File: config.mk
export PLATFORM = sky130hd
export DESIGN_NAME = logCorrelator
export DESIGN_NICKNAME = d
export VERILOG_FILES = /design/src/source/logFormatPkg.sv /design/src/source/correlatorPkg.sv /design/src/source/logConverter.sv /design/src/source/logProductElement.sv /design/src/source/correlationArray.sv /design/src/source/correlatorControl.sv /design/src/source/logCorrelator.sv
export SDC_FILE = /design/constraint.sdc
export NUM_CORES = 2
export LEC_CHECK = 0
export ABC_CLOCK_PERIOD_IN_PS = 9000
export BUFFER_PORTS_ARGS = -buffer_cell sky130_fd_sc_hd__buf_2
export CORE_MARGIN = 3
export CORE_UTILIZATION = 54
export CTS_CLUSTER_DIAMETER = 120
export DETAILED_ROUTE_END_ITERATION = 8
export PLACE_DENSITY = 0.7
export SYNTH_ARGS = -nofsm -noshare
export SYNTH_HDL_FRONTEND = slang
export SYNTH_SLANG_ARGS = --single-unit
File: constraint.sdc
create_clock -name clk -period 9 [get_ports clk]
set_input_delay 0.9 -clock clk [delete_from_list [all_inputs] [get_ports clk]]
set_output_delay 0.9 -clock clk [all_outputs]
set_load 0.02 [all_outputs]
File: src/source/logFormatPkg.sv
package logFormatPkg;

	localparam int expBits = 4;
	localparam int fracBits = 8;
	localparam int magBits = expBits + fracBits;
	// zero flag and sign on top of the magnitude
	localparam int logBits = magBits + 2;

	// exponent and fraction as the converter builds them
	typedef struct packed {
		logic zero;
		logic sign;
		logic [expBits-1:0] exponent;
		logic [fracBits-1:0] fraction;
	} logFields_t;

	// exponent.fraction read as one fixed-point log2
	typedef struct packed {
		logic zero;
		logic sign;
		logic [magBits-1:0] magnitude;
	} logMag_t;

	typedef union packed {
		logFields_t fields;
		logMag_t mag;
	} logWord_u;

	// the value zero, used as the reset word
	localparam logWord_u logZero = logWord_u'({1'b1, {(logBits-1){1'b0}}});

endpackage

File: src/source/correlatorPkg.sv
package correlatorPkg;

	localparam int pixelBits = 8;

	typedef logic signed [pixelBits-1:0] pixel_t;

	// products peak near 2**14, so a row of eight still fits
	localparam int accBits = 20;

	typedef logic signed [accBits-1:0] acc_t;

endpackage

File: src/source/logConverter.sv
`timescale 1ns/1ps

module logConverter import logFormatPkg::*, correlatorPkg::*; (
	input pixel_t pixel,
	output logWord_u logWord
);

	logic [pixelBits-1:0] absPixel;
	logic [3:0] searchHigh;
	logic [1:0] searchLow;
	logic [2:0] oneIndex;
	logic [pixelBits+fracBits-1:0] aligned;

	// -128 comes out as unsigned 128
	assign absPixel = pixel[pixelBits-1] ? -pixel : pixel;

	// leading one, halving the field each step
	always_comb begin
		oneIndex[2] = |absPixel[7:4];
		searchHigh = oneIndex[2] ? absPixel[7:4] : absPixel[3:0];
		oneIndex[1] = |searchHigh[3:2];
		searchLow = oneIndex[1] ? searchHigh[3:2] : searchHigh[1:0];
		oneIndex[0] = searchLow[1];
	end

	// bits under the leading one slide up into the fraction
	assign aligned = {absPixel, {fracBits{1'b0}}} >> oneIndex;

	always_comb begin
		logWord.fields.zero = (pixel == '0);
		logWord.fields.sign = pixel[pixelBits-1];
		logWord.fields.exponent = expBits'(oneIndex);
		logWord.fields.fraction = aligned[fracBits-1:0];
	end

endmodule

File: src/source/logProductElement.sv
`timescale 1ns/1ps

module logProductElement import logFormatPkg::*, correlatorPkg::*; (
	input logWord_u descWord,
	input logWord_u winWord,
	output acc_t product
);

	localparam int linBits = 2**expBits + fracBits;

	logic [magBits-1:0] logSum;
	logic [linBits-1:0] linear;
	logic [linBits-fracBits-1:0] magnitude;

	// multiply in the log domain
	assign logSum = descWord.mag.magnitude + winWord.mag.magnitude;

	// piecewise-linear antilog: 1.frac shifted by the integer part
	assign linear = linBits'({1'b1, logSum[fracBits-1:0]}) << logSum[magBits-1:fracBits];
	assign magnitude = linear[linBits-1:fracBits];

	always_comb begin
		if (descWord.mag.zero || winWord.mag.zero) begin
			product = '0;
		end else if (descWord.mag.sign ^ winWord.mag.sign) begin
			product = -acc_t'(magnitude);
		end else begin
			product = acc_t'(magnitude);
		end
	end

	// pixel exponents top out at 7, so the sum never reaches past 2**15
	always_comb begin
		productBound: assert final (magnitude <= 16'h8000)
			else $error("log product magnitude %0d above 2**15", magnitude);
	end

endmodule

File: src/source/correlationArray.sv
`timescale 1ns/1ps

module correlationArray import logFormatPkg::*, correlatorPkg::*; #(
	parameter int numRows = 4,
	parameter int numCols = 4
) (
	input logic clk,
	input logic rst,
	input logic writeDesc,
	input logic [$clog2(numRows*numCols)-1:0] descIndex,
	input logWord_u descWord,
	input logic shiftWin,
	input logWord_u winWord,
	input logic captureScores,
	input logic [$clog2(numRows)-1:0] resultRow,
	output acc_t resultValue
);

	localparam int numCells = numRows * numCols;

	logWord_u descRegs [numCells];
	logWord_u winRegs [numCols];
	acc_t products [numRows][numCols];
	acc_t rowSums [numRows];
	acc_t scores [numRows];

	// row-major, index = row * numCols + col
	always_ff @(posedge clk or posedge rst) begin
		if (rst) begin
			for (int i = 0; i < numCells; i++) begin
				descRegs[i] <= logZero;
			end
		end else if (writeDesc) begin
			descRegs[descIndex] <= descWord;
		end
	end

	// newest pixel enters at tap 0
	always_ff @(posedge clk or posedge rst) begin
		if (rst) begin
			for (int c = 0; c < numCols; c++) begin
				winRegs[c] <= logZero;
			end
		end else if (shiftWin) begin
			winRegs[0] <= winWord;
			for (int c = 1; c < numCols; c++) begin
				winRegs[c] <= winRegs[c-1];
			end
		end
	end

	for (genvar r = 0; r < numRows; r++) begin : gRow
		for (genvar c = 0; c < numCols; c++) begin : gCol
			logProductElement element (
				.descWord(descRegs[r*numCols + c]),
				.winWord(winRegs[c]),
				.product(products[r][c])
			);
		end
	end

	always_comb begin
		for (int r = 0; r < numRows; r++) begin
			rowSums[r] = '0;
			for (int c = 0; c < numCols; c++) begin
				rowSums[r] = rowSums[r] + products[r][c];
			end
		end
	end

	always_ff @(posedge clk) begin
		if (captureScores) begin
			scores <= rowSums;
		end
	end

	assign resultValue = scores[resultRow];

endmodule

File: src/source/correlatorControl.sv
`timescale 1ns/1ps

module correlatorControl #(
	parameter int numRows = 4,
	parameter int numCols = 4
) (
	input logic clk,
	input logic rst,
	input logic descReq,
	output logic descAck,
	input logic winReq,
	output logic winAck,
	output logic resultReq,
	input logic resultAck,
	output logic writeDesc,
	output logic [$clog2(numRows*numCols)-1:0] descIndex,
	output logic shiftWin,
	output logic captureScores,
	output logic [$clog2(numRows)-1:0] resultRow
);

	localparam int numCells = numRows * numCols;
	localparam int indexBits = $clog2(numCells);
	localparam int rowBits = $clog2(numRows);
	localparam int fillBits = $clog2(numCols + 1);

	typedef enum logic [2:0] {
		sIdle,
		sDescWrite,
		sDescAck,
		sWinShift,
		sCapture,
		sResultReq,
		sResultRelease,
		sWinAck
	} state_t;

	state_t state, nextState;
	logic [fillBits-1:0] fillCount;
	logic windowFull;
	logic lastRow;

	assign windowFull = (fillCount == fillBits'(numCols));
	assign lastRow = (resultRow == rowBits'(numRows - 1));

	always_comb begin
		nextState = state;
		case (state)
			// descriptor wins a tie
			sIdle: begin
				if (descReq) begin
					nextState = sDescWrite;
				end else if (winReq) begin
					nextState = sWinShift;
				end
			end
			sDescWrite: nextState = sDescAck;
			sDescAck: begin
				if (!descReq) begin
					nextState = sIdle;
				end
			end
			sWinShift: nextState = sCapture;
			// no results until the window is filled
			sCapture: nextState = windowFull ? sResultReq : sWinAck;
			sResultReq: begin
				if (resultAck) begin
					nextState = sResultRelease;
				end
			end
			sResultRelease: begin
				if (!resultAck) begin
					nextState = lastRow ? sWinAck : sResultReq;
				end
			end
			sWinAck: begin
				if (!winReq) begin
					nextState = sIdle;
				end
			end
			default: nextState = sIdle;
		endcase
	end

	always_ff @(posedge clk or posedge rst) begin
		if (rst) begin
			state <= sIdle;
			descIndex <= '0;
			fillCount <= '0;
			resultRow <= '0;
		end else begin
			state <= nextState;
			if (writeDesc) begin
				descIndex <= (descIndex == indexBits'(numCells - 1)) ? '0 : descIndex + 1'b1;
			end
			if (shiftWin && !windowFull) begin
				fillCount <= fillCount + 1'b1;
			end
			if (state == sResultRelease && !resultAck) begin
				resultRow <= lastRow ? '0 : resultRow + 1'b1;
			end
		end
	end

	assign writeDesc = (state == sDescWrite);
	assign descAck = (state == sDescAck);
	assign shiftWin = (state == sWinShift);
	assign captureScores = (state == sCapture);
	assign resultReq = (state == sResultReq);
	assign winAck = (state == sWinAck);

	// sink must have taken the result before it is withdrawn
	reqHeldUntilAck: assert property (@(posedge clk) disable iff (rst)
		$fell(resultReq) |-> $past(resultAck));

	ackExclusive: assert property (@(posedge clk) disable iff (rst)
		!(descAck && winAck));

	strobeExclusive: assert property (@(posedge clk) disable iff (rst)
		!(writeDesc && shiftWin));

endmodule

File: src/source/logCorrelator.sv
`timescale 1ns/1ps

module logCorrelator import logFormatPkg::*, correlatorPkg::*; #(
	parameter int numRows = 4,
	parameter int numCols = 4
) (
	input logic clk,
	input logic rst,
	input logic descReq,
	input pixel_t descData,
	output logic descAck,
	input logic winReq,
	input pixel_t winData,
	output logic winAck,
	output logic resultReq,
	input logic resultAck,
	output logic [$clog2(numRows)-1:0] resultRow,
	output acc_t resultValue
);

	localparam int indexBits = $clog2(numRows * numCols);

	logic writeDesc;
	logic shiftWin;
	logic captureScores;
	logic [indexBits-1:0] descIndex;
	logWord_u descWord;
	logWord_u winWord;

	correlatorControl #(
		.numRows(numRows),
		.numCols(numCols)
	) control (
		.clk(clk),
		.rst(rst),
		.descReq(descReq),
		.descAck(descAck),
		.winReq(winReq),
		.winAck(winAck),
		.resultReq(resultReq),
		.resultAck(resultAck),
		.writeDesc(writeDesc),
		.descIndex(descIndex),
		.shiftWin(shiftWin),
		.captureScores(captureScores),
		.resultRow(resultRow)
	);

	logConverter descConverter (
		.pixel(descData),
		.logWord(descWord)
	);

	logConverter winConverter (
		.pixel(winData),
		.logWord(winWord)
	);

	correlationArray #(
		.numRows(numRows),
		.numCols(numCols)
	) array (
		.clk(clk),
		.rst(rst),
		.writeDesc(writeDesc),
		.descIndex(descIndex),
		.descWord(descWord),
		.shiftWin(shiftWin),
		.winWord(winWord),
		.captureScores(captureScores),
		.resultRow(resultRow),
		.resultValue(resultValue)
	);

endmodule

==> impl_results.html <==
<table>
<tr><th>Metric</th><th>Value</th></tr>
<tr><th colspan="2">Synthesis</th></tr>
<tr><td>Synth warnings</td><td>0</td></tr>
<tr><td>Post-Syn Nets</td><td>6032</td></tr>
<tr><td>Share of flip-flops with an asynchronous set or reset after synthesis</td><td>75.9%</td></tr>
<tr><td>Sequential fraction of the synthesis area</td><td>20.1%</td></tr>
<tr><td>Synth Instances</td><td>5582</td></tr>
<tr><td>Yosys cell types</td><td>106</td></tr>
<tr><td>Register bit count reported by yosys</td><td>332</td></tr>
<tr><td>Netlist Area Pre-Place</td><td>43500 um2</td></tr>
<tr><td>Number of synthesized flops with an enable pin</td><td>80</td></tr>
<tr><td>Avg Synthesized Cell Area</td><td>7.80 um2</td></tr>
<tr><td>Ys flop type</td><td>dfrtp_1</td></tr>
<tr><th colspan="2">Timing</th></tr>
<tr><td>Max-slew violation count</td><td>0</td></tr>
<tr><td>Highest achievable clock rate</td><td>118 MHz</td></tr>
<tr><td>Setup Skew</td><td>0.0232 ns</td></tr>
<tr><td>Fin crit period</td><td>8.48 ns</td></tr>
<tr><td>Part of the cycle the worst path needs</td><td>94.2%</td></tr>
<tr><td>Total Negative Setup Slacks</td><td>0 ns</td></tr>
<tr><td>Worst Tran Pin Value</td><td>1.21 ns</td></tr>
<tr><td>Setup repair after global routing missed its margin</td><td>no</td></tr>
<tr><td>Max-Slew Margin vs Limit</td><td>19.4%</td></tr>
<tr><td>Final hold violation count</td><td>0</td></tr>
<tr><td>Count of endpoints failing setup in the final report</td><td>0</td></tr>
<tr><th colspan="2">Drt</th></tr>
<tr><td>Routed Wire Length</td><td>146000 um</td></tr>
<tr><td>Detailed-route DRC error count</td><td>0</td></tr>
<tr><td>Detail-routed via count per cell</td><td>6.42</td></tr>
<tr><td>First-pass DRT Iterations</td><td>9</td></tr>
<tr><td>Avg WL per Cell</td><td>22.1 um</td></tr>
<tr><td>Count of vias placed by the detailed router</td><td>42310</td></tr>
<tr><td>Routed Antenna Nets</td><td>0</td></tr>
<tr><td>DRT iter0 DRCs</td><td>4145</td></tr>
<tr><th colspan="2">Die</th></tr>
<tr><td>Horizontal die dimension</td><td>290 um</td></tr>
<tr><td>Total Die Area</td><td>84100 um2</td></tr>
<tr><td>Initial Utilization</td><td>54.8%</td></tr>
<tr><td>Core Area</td><td>79400 um2</td></tr>
<tr><td>Overall die height</td><td>290 um</td></tr>
<tr><td>Number of top-level pins</td><td>46</td></tr>
<tr><td>Number of placement rows</td><td>103</td></tr>
<tr><th colspan="2">Min path</th></tr>
<tr><td>Worst min-delay path category</td><td>primary input to async pin</td></tr>
<tr><th colspan="2">Global routing</th></tr>
<tr><td>Antenna violations before repair</td><td>8</td></tr>
<tr><td>Pin count of the biggest net entering global routing</td><td>149</td></tr>
<tr><td>Number of global-route vias before repair</td><td>39012</td></tr>
<tr><td>First-pass GRT wire length</td><td>226000 um</td></tr>
<tr><td>Leftover overflow at the end of global routing</td><td>0</td></tr>
<tr><td>Total GRT Usage</td><td>33.7%</td></tr>
<tr><th colspan="2">Critical path</th></tr>
<tr><td>Count of buffering cells on the critical path with inverters included</td><td>2</td></tr>
<tr><td>Endpoint class of the critical path</td><td>register</td></tr>
<tr><td>Crit path largest cell delay</td><td>0.55 ns</td></tr>
<tr><td>Critical register-to-register path startpoint</td><td>array.winRegs[1]</td></tr>
<tr><td>Most frequent cell on the critical path</td><td>fa_1</td></tr>
<tr><td>Reg-to-Reg End</td><td>array.scores[79]</td></tr>
<tr><td>Critical setup path kind</td><td>register to register</td></tr>
<tr><td>Critical Path Source Type</td><td>register</td></tr>
<tr><td>Kind of cell adding the most delay to the critical path</td><td>compound AO/OA/AOI/OAI gates</td></tr>
<tr><td>Worst-case reg-to-reg path depth</td><td>31</td></tr>
<tr><td>Arrival time reported for the critical path endpoint</td><td>8.80 ns</td></tr>
<tr><td>Launching element of the worst setup path</td><td>array.winRegs[1]</td></tr>
<tr><td>Crit path max-delay cell type</td><td>fa_1</td></tr>
<tr><td>Number of logic stages on the critical path including buffering</td><td>31</td></tr>
<tr><td>Highest fanout seen on the critical path</td><td>13</td></tr>
<tr><td>Worst setup slack for register-to-register paths</td><td>0.52 ns</td></tr>
<tr><td>Critical path data required time</td><td>9.32 ns</td></tr>
<tr><td>Critical path endpoint</td><td>array.scores[79]</td></tr>
<tr><th colspan="2">Placed design</th></tr>
<tr><td>Placer congestion estimate</td><td>1.01</td></tr>
<tr><td>Half-perimeter wire length after detailed placement</td><td>113000 um</td></tr>
<tr><td>Port Buf Inserts</td><td>45</td></tr>
<tr><th colspan="2">Clock network</th></tr>
<tr><td>Clock root buffer master</td><td>clkbuf_16</td></tr>
<tr><td>Hold buffers post-CTS</td><td>0</td></tr>
<tr><td>Maximum buffer depth of the clock tree</td><td>3</td></tr>
<tr><td>Clock latency reported for the late side of the worst-skew pair</td><td>0.60 ns</td></tr>
<tr><td>TritonCTS Buffers</td><td>41</td></tr>
<tr><td>Clock transition at the register clock pins on the worst setup and hold paths after CTS</td><td>0.07 ns</td></tr>
<tr><td>TritonCTS clock tree</td><td>built</td></tr>
<tr><td>H-tree depth</td><td>2</td></tr>
<tr><td>Clock sink count</td><td>332</td></tr>
<tr><th colspan="2">Run status</th></tr>
<tr><td>Run status</td><td>finished clean</td></tr>
<tr><th colspan="2">Cells and area</th></tr>
<tr><td>Area Overhead vs Synth</td><td>6.40%</td></tr>
<tr><td>Most common library cell in the layout ignoring fill and taps</td><td>nand2_1</td></tr>
<tr><td>Post-layout nets</td><td>5951</td></tr>
<tr><td>Total area of multi-input combinational cells</td><td>32500 um2</td></tr>
<tr><td>Area occupied by registers</td><td>8740 um2</td></tr>
<tr><td>Count of filler cells inserted in the layout</td><td>7446</td></tr>
<tr><td>Leading cell types in the layout, fill and taps excluded</td><td>nand2_1, nor2_1, o21ai_0, inv_1, a21oi_1</td></tr>
<tr><td>Ratio of cells with drive above 1 in the final layout</td><td>7.95%</td></tr>
<tr><th colspan="2">Job</th></tr>
<tr><td>Number of max-cap violations</td><td>0</td></tr>
</table>
[cell type report]
class,count,share of cell area (%)
sequential,332,18.9
antenna,6,0.0324
inverter,392,3.19
clock buffer,57,2.59
multi-input combinational,4604,70.1
timing repair buffer,130,1.89
tap,1050,2.84
clock inverter,19,0.489
[worst min path at each step]
stage | startpoint | to | slack, ns | depth (start not counted)
detailed placement | control.fillCount[2] | control.fillCount[2] | 0.47 | 1
finish | rst | array.descRegs[61] | 0.40 | 2
CTS | rst | array.descRegs[61] | 0.46 | 2
global route | rst | array.descRegs[61] | 0.46 | 2
global placement | control.fillCount[2] | control.fillCount[2] | 0.46 | 1
floorplan | control.fillCount[2] | control.fillCount[2] | 0.44 | 1
[Yosys cell counts (77+ instances only)]
cell | count | share of area (%)
clkbuf_1 | 233 | 2.0
a21oi_1 | 352 | 4.0
nand3_1 | 123 | 1.4
a211oi_1 | 104 | 1.8
a31oi_1 | 99 | 1.4
xnor2_1 | 219 | 4.4
a21o_1 | 110 | 1.9
xor2_1 | 164 | 3.3
ha_1 | 261 | 7.5
fa_1 | 168 | 7.7
edfxtp_1 | 80 | 5.5
o21a_1 | 77 | 1.3
inv_1 | 392 | 3.4
o21ai_0 | 407 | 4.7
nor3_1 | 172 | 2.0
dfrtp_1 | 232 | 13
nand2_1 | 631 | 5.4
nor2_1 | 548 | 4.7
[per-stage QoR]
stage               util, %  instances  instance area [um2]  hold slack [ns]  setup slack (ns)
global route           58.3       6584                46300            0.458           0.00412
finish                 58.3       6590                46300            0.398             0.520
CTS                    58.3       6584                46300            0.456             0.616
detailed placement     56.5       6508                44900            0.467             0.628
global placement       56.5       6508                44900            0.460             0.784
floorplan                 -       5582                43500            0.441              1.20
[metal layers]
layer | part of all wire [%] | wire length (um) | global-route usage [%] | vias to the layer above
met5 | 0.0089 | 13 | 0 | -
met3 | 7.6 | 11100 | 4.71 | 321
met1 | 42 | 60800 | 44.8 | 20214
met4 | 6.0 | 8800 | 17.4 | 2
met2 | 45 | 65200 | 53.7 | 1694
li1 | - | - | - | 20079
[worst register-to-register path, delay by kind of cell, from the launching register on]
family	cells	cell delay, ns
flip-flops	1	0.50
XOR/XNOR	2	0.27
buffers and inverters	2	0.09
AO/OA/AOI/OAI	16	3.72
adder cells (fa/ha/maj)	5	2.14
AND/OR/NAND/NOR	6	1.49
[registers in the layout, indices dropped and copies added, names as in the netlist]
signal and flops:
array.winRegs 48, control.resultRow 2, control.descIndex 4, control.state 3, control.fillCount 3, array.descRegs 192, array.scores 80
[cell families after synthesis]
logic type,Yosys count,synth area share (%)
AND/OR/NAND/NOR,1898,20.1
AO/OA/AOI/OAI,1733,26.5
buffers and inverters,646,5.62
adder cells (fa/ha/maj),429,15.2
XOR/XNOR,384,7.74
flip-flops,332,20.1
multiplexers,160,4.69
[timing repair]
action / CTS / global route
gates resized for setup: 0 / 11
endpoints found under the setup margin: 0 / 5
endpoints found under the hold margin: 0 / 0
buffers inserted: 0 / 0
Power is not shown: default switching activity piles up to over one toggle a cycle in this logic, so the estimate is an artifact.
